**config.mk**
```make
export PLATFORM = sky130hd
export DESIGN_NAME = ooo_commit_core
export DESIGN_NICKNAME = d
export VERILOG_FILES = /design/src/rv32i_ops_pkg.sv /design/src/rob_pkg.sv /design/src/reorder_buffer.sv /design/src/alu_unit.sv /design/src/branch_unit.sv /design/src/ooo_commit_core.sv
export SDC_FILE = /design/constraint.sdc
export NUM_CORES = 2
export LEC_CHECK = 0
export ABC_AREA = 0
export BUFFER_PORTS_ARGS = -buffer_cell sky130_fd_sc_hd__buf_4
export CORE_ASPECT_RATIO = 0.6
export CORE_MARGIN = 4
export CORE_UTILIZATION = 38
export DETAILED_ROUTE_END_ITERATION = 8
export PLACE_DENSITY_LB_ADDON = 0.08
export SYNTH_ARGS = -nofsm -noshare
export SYNTH_HDL_FRONTEND = slang
export SYNTH_SLANG_ARGS = --single-unit
```
**constraint.sdc**
```tcl
create_clock -name clk -period 15.1 [get_ports clk]
set_clock_uncertainty 0.1 [all_clocks]
set_input_delay 1.51 -clock clk [delete_from_list [all_inputs] [get_ports clk]]
set_output_delay 1.51 -clock clk [all_outputs]
set_load 0.005 [all_outputs]
```
**src/rv32i_ops_pkg.sv**
```systemverilog
package rv32i_ops_pkg;

    localparam int XLEN = 32;
    localparam int REG_IDX_W = 5;

    // one architectural data word
    typedef logic [XLEN-1:0] word_t;

    // destination register index
    typedef logic [REG_IDX_W-1:0] reg_idx_t;

    // alu ops first, then branch ops
    typedef enum logic [2:0] {
        op_add = 3'd0,
        op_sub = 3'd1,
        op_and = 3'd2,
        op_or  = 3'd3,
        op_xor = 3'd4,
        op_beq = 3'd5,
        op_bne = 3'd6,
        op_jal = 3'd7
    } op_t;

    // return address offset for jal
    localparam word_t INSTR_BYTES = 32'd4;

endpackage

```
**src/rob_pkg.sv**
```systemverilog
package rob_pkg;

    localparam int ROB_DEPTH = 8;
    localparam int TAG_W = $clog2(ROB_DEPTH);

    // one bus port per execution unit
    localparam int CDB_PORTS = 2;
    localparam int CDB_ALU_PORT = 0;
    localparam int CDB_BR_PORT = 1;

    // tag is the slot index
    typedef logic [TAG_W-1:0] tag_t;

    // needs one extra bit to hold ROB_DEPTH
    typedef logic [TAG_W:0] count_t;

endpackage

```
**src/reorder_buffer.sv**
```systemverilog
`timescale 1ns/1ps

module reorder_buffer (
    input  logic                                                 clk,
    input  logic                                                 reset,
    input  logic                                                 alloc_valid,
    input  rv32i_ops_pkg::op_t                                   alloc_op,
    input  rv32i_ops_pkg::reg_idx_t                              alloc_rd,
    input  rv32i_ops_pkg::word_t                                 alloc_pc,
    output rob_pkg::tag_t                                        alloc_tag,
    output logic                                                 full,
    input  logic                 [rob_pkg::CDB_PORTS-1:0]        cdb_valid,
    input  rob_pkg::tag_t        [rob_pkg::CDB_PORTS-1:0]        cdb_tag,
    input  rv32i_ops_pkg::word_t [rob_pkg::CDB_PORTS-1:0]        cdb_value,
    input  logic                 [rob_pkg::CDB_PORTS-1:0]        cdb_taken,
    input  rv32i_ops_pkg::word_t [rob_pkg::CDB_PORTS-1:0]        cdb_target,
    input  logic                                                 commit_ready,
    output logic                                                 commit_valid,
    output rob_pkg::tag_t                                        commit_tag,
    output logic                                                 commit_we,
    output rv32i_ops_pkg::reg_idx_t                              commit_rd,
    output rv32i_ops_pkg::word_t                                 commit_value,
    output logic                                                 redirect_valid,
    output rv32i_ops_pkg::word_t                                 redirect_pc,
    output logic                                                 flush
);

    import rob_pkg::*;
    import rv32i_ops_pkg::*;

    // entry storage
    op_t                  ent_op     [ROB_DEPTH];
    reg_idx_t             ent_rd     [ROB_DEPTH];
    word_t                ent_value  [ROB_DEPTH];
    word_t                ent_target [ROB_DEPTH];
    logic [ROB_DEPTH-1:0] ent_taken;
    logic [ROB_DEPTH-1:0] ent_done;

    tag_t   head;
    tag_t   tail;
    count_t count;

    logic alloc_fire;
    logic commit_fire;
    logic head_redirects;

    function automatic tag_t next_ptr(input tag_t ptr);
        tag_t result;
        if (ptr == tag_t'(ROB_DEPTH - 1)) begin
            result = '0;
        end else begin
            result = ptr + 1'b1;
        end
        return result;
    endfunction

    assign alloc_tag = tail;

    // issue also blocked for the flush cycle
    assign full = (count == count_t'(ROB_DEPTH)) || flush;

    assign alloc_fire  = alloc_valid && !full;
    assign commit_fire = (count != '0) && ent_done[head] && commit_ready && !flush;

    assign head_redirects = commit_fire && ent_taken[head];

    // pointers, count, done bits and commit strobes
    always_ff @(posedge clk) begin
        if (reset || flush) begin
            head           <= '0;
            tail           <= '0;
            count          <= '0;
            ent_done       <= '0;
            commit_valid   <= 1'b0;
            redirect_valid <= 1'b0;
            flush          <= 1'b0;
        end else begin
            if (alloc_fire) begin
                tail           <= next_ptr(tail);
                ent_done[tail] <= 1'b0;
            end

            // a result can land for any in-flight tag
            for (int p = 0; p < CDB_PORTS; p++) begin
                if (cdb_valid[p]) begin
                    ent_done[cdb_tag[p]] <= 1'b1;
                end
            end

            if (commit_fire) begin
                head <= next_ptr(head);
            end

            case ({alloc_fire, commit_fire})
                2'b10:   count <= count + 1'b1;
                2'b01:   count <= count - 1'b1;
                default: count <= count;
            endcase

            commit_valid   <= commit_fire;
            redirect_valid <= head_redirects;
            flush          <= head_redirects;
        end
    end

    // entry payload and commit data
    always_ff @(posedge clk) begin
        if (alloc_fire) begin
            ent_op[tail]     <= alloc_op;
            ent_rd[tail]     <= alloc_rd;
            ent_value[tail]  <= '0;
            // target holds own pc until the unit reports
            ent_target[tail] <= alloc_pc;
            ent_taken[tail]  <= 1'b0;
        end

        for (int p = 0; p < CDB_PORTS; p++) begin
            if (cdb_valid[p]) begin
                ent_value[cdb_tag[p]]  <= cdb_value[p];
                ent_taken[cdb_tag[p]]  <= cdb_taken[p];
                ent_target[cdb_tag[p]] <= cdb_target[p];
            end
        end

        if (commit_fire) begin
            commit_tag   <= head;
            commit_rd    <= ent_rd[head];
            commit_value <= ent_value[head];
            // conditional branches write no register
            commit_we    <= (ent_op[head] != op_beq) && (ent_op[head] != op_bne);
            redirect_pc  <= ent_target[head];
        end
    end

endmodule

```
**src/alu_unit.sv**
```systemverilog
`timescale 1ns/1ps

module alu_unit (
    input  logic                 clk,
    input  logic                 reset,
    input  logic                 flush,
    input  logic                 start,
    input  rv32i_ops_pkg::op_t   op,
    input  rob_pkg::tag_t        tag,
    input  rv32i_ops_pkg::word_t src_a,
    input  rv32i_ops_pkg::word_t src_b,
    output logic                 cdb_valid,
    output rob_pkg::tag_t        cdb_tag,
    output rv32i_ops_pkg::word_t cdb_value
);

    import rv32i_ops_pkg::*;

    word_t result;

    always_comb begin
        case (op)
            op_add:  result = src_a + src_b;
            op_sub:  result = src_a - src_b;
            op_and:  result = src_a & src_b;
            op_or:   result = src_a | src_b;
            op_xor:  result = src_a ^ src_b;
            // branch ops never reach this unit
            default: result = '0;
        endcase
    end

    always_ff @(posedge clk) begin
        if (reset || flush) begin
            cdb_valid <= 1'b0;
        end else begin
            cdb_valid <= start;
        end
    end

    // result registered straight onto the bus
    always_ff @(posedge clk) begin
        if (start) begin
            cdb_tag   <= tag;
            cdb_value <= result;
        end
    end

endmodule

```
**src/branch_unit.sv**
```systemverilog
`timescale 1ns/1ps

module branch_unit (
    input  logic                 clk,
    input  logic                 reset,
    input  logic                 flush,
    input  logic                 start,
    input  rv32i_ops_pkg::op_t   op,
    input  rob_pkg::tag_t        tag,
    input  rv32i_ops_pkg::word_t pc,
    input  rv32i_ops_pkg::word_t imm,
    input  rv32i_ops_pkg::word_t src_a,
    input  rv32i_ops_pkg::word_t src_b,
    output logic                 cdb_valid,
    output rob_pkg::tag_t        cdb_tag,
    output rv32i_ops_pkg::word_t cdb_value,
    output logic                 cdb_taken,
    output rv32i_ops_pkg::word_t cdb_target
);

    import rob_pkg::*;
    import rv32i_ops_pkg::*;

    // stage 1 operand registers
    logic  s1_valid;
    op_t   s1_op;
    tag_t  s1_tag;
    word_t s1_pc;
    word_t s1_imm;
    word_t s1_a;
    word_t s1_b;

    logic  operands_eq;
    logic  taken;
    word_t link;

    always_ff @(posedge clk) begin
        if (reset || flush) begin
            s1_valid  <= 1'b0;
            cdb_valid <= 1'b0;
        end else begin
            s1_valid  <= start;
            cdb_valid <= s1_valid;
        end
    end

    always_ff @(posedge clk) begin
        if (start) begin
            s1_op  <= op;
            s1_tag <= tag;
            s1_pc  <= pc;
            s1_imm <= imm;
            s1_a   <= src_a;
            s1_b   <= src_b;
        end
    end

    // decide direction and target
    assign operands_eq = (s1_a == s1_b);
    assign taken = (s1_op == op_jal) ||
                   (s1_op == op_beq && operands_eq) ||
                   (s1_op == op_bne && !operands_eq);
    assign link = (s1_op == op_jal) ? s1_pc + INSTR_BYTES : '0;

    // stage 2 drives the bus port
    always_ff @(posedge clk) begin
        if (s1_valid) begin
            cdb_tag    <= s1_tag;
            cdb_value  <= link;
            cdb_taken  <= taken;
            cdb_target <= s1_pc + s1_imm;
        end
    end

endmodule

```
**src/ooo_commit_core.sv**
```systemverilog
`timescale 1ns/1ps

module ooo_commit_core (
    input  logic                    clk,
    input  logic                    reset,
    input  logic                    issue_valid,
    input  rv32i_ops_pkg::op_t      issue_op,
    input  rv32i_ops_pkg::reg_idx_t issue_rd,
    input  rv32i_ops_pkg::word_t    issue_pc,
    input  rv32i_ops_pkg::word_t    issue_imm,
    input  rv32i_ops_pkg::word_t    issue_src_a,
    input  rv32i_ops_pkg::word_t    issue_src_b,
    input  logic                    commit_ready,
    output logic                    full,
    output logic                    commit_valid,
    output rob_pkg::tag_t           commit_tag,
    output logic                    commit_we,
    output rv32i_ops_pkg::reg_idx_t commit_rd,
    output rv32i_ops_pkg::word_t    commit_value,
    output logic                    redirect_valid,
    output rv32i_ops_pkg::word_t    redirect_pc
);

    import rob_pkg::*;
    import rv32i_ops_pkg::*;

    tag_t                  alloc_tag;
    logic                  flush;
    logic                  is_branch;
    logic                  alu_start;
    logic                  br_start;
    logic [CDB_PORTS-1:0]  cdb_valid;
    tag_t [CDB_PORTS-1:0]  cdb_tag;
    word_t [CDB_PORTS-1:0] cdb_value;
    logic [CDB_PORTS-1:0]  cdb_taken;
    word_t [CDB_PORTS-1:0] cdb_target;

    // steer by op class
    assign is_branch = (issue_op == op_beq) || (issue_op == op_bne) || (issue_op == op_jal);
    assign alu_start = issue_valid && !full && !is_branch;
    assign br_start  = issue_valid && !full && is_branch;

    // alu results never redirect
    assign cdb_taken[CDB_ALU_PORT]  = 1'b0;
    assign cdb_target[CDB_ALU_PORT] = '0;

    reorder_buffer u_rob (
        .clk            (clk),
        .reset          (reset),
        .alloc_valid    (issue_valid),
        .alloc_op       (issue_op),
        .alloc_rd       (issue_rd),
        .alloc_pc       (issue_pc),
        .alloc_tag      (alloc_tag),
        .full           (full),
        .cdb_valid      (cdb_valid),
        .cdb_tag        (cdb_tag),
        .cdb_value      (cdb_value),
        .cdb_taken      (cdb_taken),
        .cdb_target     (cdb_target),
        .commit_ready   (commit_ready),
        .commit_valid   (commit_valid),
        .commit_tag     (commit_tag),
        .commit_we      (commit_we),
        .commit_rd      (commit_rd),
        .commit_value   (commit_value),
        .redirect_valid (redirect_valid),
        .redirect_pc    (redirect_pc),
        .flush          (flush)
    );

    alu_unit u_alu (
        .clk       (clk),
        .reset     (reset),
        .flush     (flush),
        .start     (alu_start),
        .op        (issue_op),
        .tag       (alloc_tag),
        .src_a     (issue_src_a),
        .src_b     (issue_src_b),
        .cdb_valid (cdb_valid[CDB_ALU_PORT]),
        .cdb_tag   (cdb_tag[CDB_ALU_PORT]),
        .cdb_value (cdb_value[CDB_ALU_PORT])
    );

    branch_unit u_branch (
        .clk        (clk),
        .reset      (reset),
        .flush      (flush),
        .start      (br_start),
        .op         (issue_op),
        .tag        (alloc_tag),
        .pc         (issue_pc),
        .imm        (issue_imm),
        .src_a      (issue_src_a),
        .src_b      (issue_src_b),
        .cdb_valid  (cdb_valid[CDB_BR_PORT]),
        .cdb_tag    (cdb_tag[CDB_BR_PORT]),
        .cdb_value  (cdb_value[CDB_BR_PORT]),
        .cdb_taken  (cdb_taken[CDB_BR_PORT]),
        .cdb_target (cdb_target[CDB_BR_PORT])
    );

endmodule

```
==> flow_metrics.env <==
export IMPL_routed_wl_mm=158
export IMPL_drt_pre_antenna_iters=8
export IMPL_finalHoldViolations=0
export IMPL_r2r_start="u_branch.s1_pc[0]"
export IMPL_hp_start="u_branch.s1_tag[2]"
export IMPL_cts_buffers=93
export IMPL_tightest_slew_ps=1170
export IMPL_antenna_found_initial=4
export IMPL_globalRouteOverflowTotal=0
export IMPL_flow_area_growth_from_synthesis_pct=13.1
export IMPL_synth_top_area_cell="edfxtp_1"
export IMPL_clkLatencyLatePin_ps=710
export IMPL_cts_setup_buffers=0
export IMPL_cts_sinks=920
export IMPL_layout_common_cells="886 x edfxtp_1, 605 x nand2_1, 349 x a21oi_1"
export IMPL_ys_ff_latch=920
export IMPL_ctsHtreeMaxLevel=3
export IMPL_grt_pass1_wl_mm=225
export IMPL_gp_congestion=0.873
export IMPL_start_util_pct=38.3
export IMPL_via_per_inst=5.85
export IMPL_ant_nets=0
export IMPL_synth_nets=3917
export IMPL_die_x_um=456
export IMPL_boundaryPins=216
export IMPL_grt_start_max_net_pins=86
export IMPL_reg2reg_to="u_branch.cdb_target[30]"
export IMPL_drc=0
export IMPL_hp_class="flip-flop to flip-flop"
export IMPL_path_buf_inv=2
export IMPL_power_density_nw_per_um2=112
export IMPL_power_leakage_nw=18.3
export IMPL_maxSlewViolCount=0
export IMPL_io_buffer_count=215
export IMPL_cts_max_path_buffers=3
export IMPL_max_stage_delay_ps=860
export IMPL_layout_commonest_cell="edfxtp_1"
export IMPL_top_regs="u_rob.ent_target: 256 flops, u_rob.ent_value: 256 flops, u_rob.ent_rd: 40 flops"
export IMPL_power_w=0.00581
export IMPL_end_kind="flip-flop"
export IMPL_ir_drop_mv=0.0844
export IMPL_setup_viol=0
export IMPL_r2r_cells=12
export IMPL_ctsResizeCount=0
export IMPL_syn_inst=3639
export IMPL_tritoncts="built"
export IMPL_yosysUniqueCellTypes=79
export IMPL_fmax_mhz=169
export IMPL_nets=3936
export IMPL_avgSynthCellArea_um2=12.6
export IMPL_cts_clk_slew_worst_paths_ps=60
export IMPL_ctsRootBufferMaster="clkbuf_16"
export IMPL_start_kind="primary input"
export IMPL_hold_ws_ps=318
export IMPL_crit_required_ps=15430
export IMPL_num_antenna_cells=0
export IMPL_fin_crit_ps=5910
export IMPL_synth_seq_area_share_pct=59.7
export IMPL_worstSetupPathType="primary input to flip-flop"
export IMPL_final_core_util_pct=43.3
export IMPL_dp_hpwl_mm=91.6
export IMPL_min_to="u_branch.cdb_tag[2]"
export IMPL_grt_pass1_vias=29700
export IMPL_cp_cell_sequence="buf_4, clkinv_1, nor2_1, nor2_1, xnor2_1, ha_1, o21ai_0, a21boi_0, o21ai_0, o31a_1, o21ai_0, a31oi_1, xor2_1, o21ai_0"
export IMPL_drt_iter0_drc=3942
export IMPL_synth_flop_cell="edfxtp_1"
export IMPL_avgRoutedWirePerCell_um=29.7
export IMPL_cpMostUsedCell="o21ai_0"
export IMPL_maxCapViolCount=0
export IMPL_cp_max_fo=56
export IMPL_drive_gt1_share_pct=17.8
export IMPL_die_h_um=277
export IMPL_dieArea_um2=126000
export IMPL_regToRegSetupSlack_ps=10900
export IMPL_synth_enable_flop_cells=886
export IMPL_tns_ps=0
export IMPL_cp_arrival_ps=6240
export IMPL_core_um2=119000
export IMPL_timing_final_crit_share_pct=39.2
export IMPL_cts_hold_buf=0
export IMPL_globalRouteTotalUtil_pct=24.5
export IMPL_rsz0062_at_grt="false"
export IMPL_yosys_area_top_type_share_pct=58.2
export IMPL_vias=31200
export IMPL_slowest_stage="clkinv_1"
export IMPL_fp_row_count=98
export IMPL_syn_area_um2=45700
export IMPL_yosys_warnings=0
export IMPL_async_reset_ff_share_pct=0
export IMPL_min_path_cells=0
export IMPL_relSlewSlack_pct=21.9
export IMPL_outcome="completed"
export IMPL_synth_area_top_cells="edfxtp_1 58%, mux4_2 7.3%, nand2_1 5.0%, a22o_1 4.9%, a21oi_1 3.9%"
export IMPL_cp_top_family="compound AO/OA/AOI/OAI gates"
## metrics by stage
step | instances | area [um^2] | worst slack (ps)
3_5_place_dp | 5163 | 48700 | 8670
2_1_floorplan | 3639 | 45700 | 6710
6_report | 5327 | 51700 | 9190
5_1_grt | 5327 | 51700 | 8890
3_3_place_gp | 5163 | 48700 | 8690
4_1_cts | 5327 | 51700 | 9430
## power breakdown
| group | internal (W) | leakage (nW) | switching, W |
|---|---|---|---|
| registers | 0.00288 | 8.36 | 0.0000538 |
| clock network | 0.00131 | 1.44 | 0.00106 |
| logic | 0.000197 | 8.46 | 0.000308 |
## worst register-to-register path, cell delays in order (launching register included)
cell and delay (ps):
edfxtp_1 400, ha_1 230, inv_1 70, fa_1 280, nor2b_1 110, o31a_1 280
o31ai_1 570, nor4_1 100, nor3_1 750, a21boi_1 400, a21oi_1 310, a311oi_1 160
xor2_1 170
## Yosys cell counts, types with 94 or more instances
cell type / n
a21oi_1: 352
nor2_1: 113
edfxtp_1: 886
a22o_1: 256
nand2_1: 613
o21ai_0: 94
buf_1: 169
clkbuf_1: 169
inv_1: 97
ha_1: 135
xnor2_1: 102
mux4_2: 148
## layout make-up
type	count	area, um^2
clock inverter	52	566
timing repair buffer	273	2060
sequential	920	27300
fill	10900	67600
clock buffer	112	2400
multi-input combinational	2271	17000
tap	1600	2000
inverter	99	372
## worst max-delay path by stage
| stage | from | end | slack (ps) | cells past startpoint |
|---|---|---|---|---|
| 6_report | issue_op[0] | u_alu.cdb_value[23] | 9190 | 14 |
| 5_1_grt | issue_op[0] | u_alu.cdb_value[28] | 8890 | 16 |
| 3_3_place_gp | issue_op[0] | u_alu.cdb_value[28] | 8690 | 16 |
| 3_5_place_dp | issue_op[0] | u_alu.cdb_value[28] | 8670 | 16 |
| 4_1_cts | issue_op[0] | u_alu.cdb_value[28] | 9430 | 16 |
| 2_1_floorplan | issue_valid | u_branch.s1_a[0] | 6710 | 4 |
## routing by layer
| layer | vias to the layer above | global-route usage, % | part of all wire [%] |
|---|---|---|---|
| li1 | 13600 | - | - |
| met2 | 1547 | 34.0 | 41 |
| met5 | - | 0 | 0 |
| met1 | 15900 | 39.1 | 48 |
| met3 | 146 | 5.48 | 9.4 |
| met4 | 0 | 3.92 | 1.4 |
## kinds of logic after synthesis
logic type | count (synthesis) | share of synthesized area [%]
adders and majority gates | 138 | 3.83
and+or+nand+nor | 914 | 8.55
buffers and inverters | 448 | 3.72
AOI/OAI and AO/OA | 852 | 12.3
DFF | 920 | 59.7
muxes | 223 | 9.12
xor gates and xnor gates | 144 | 2.76
No activity file was read; power rests on OpenSTA's default activity.
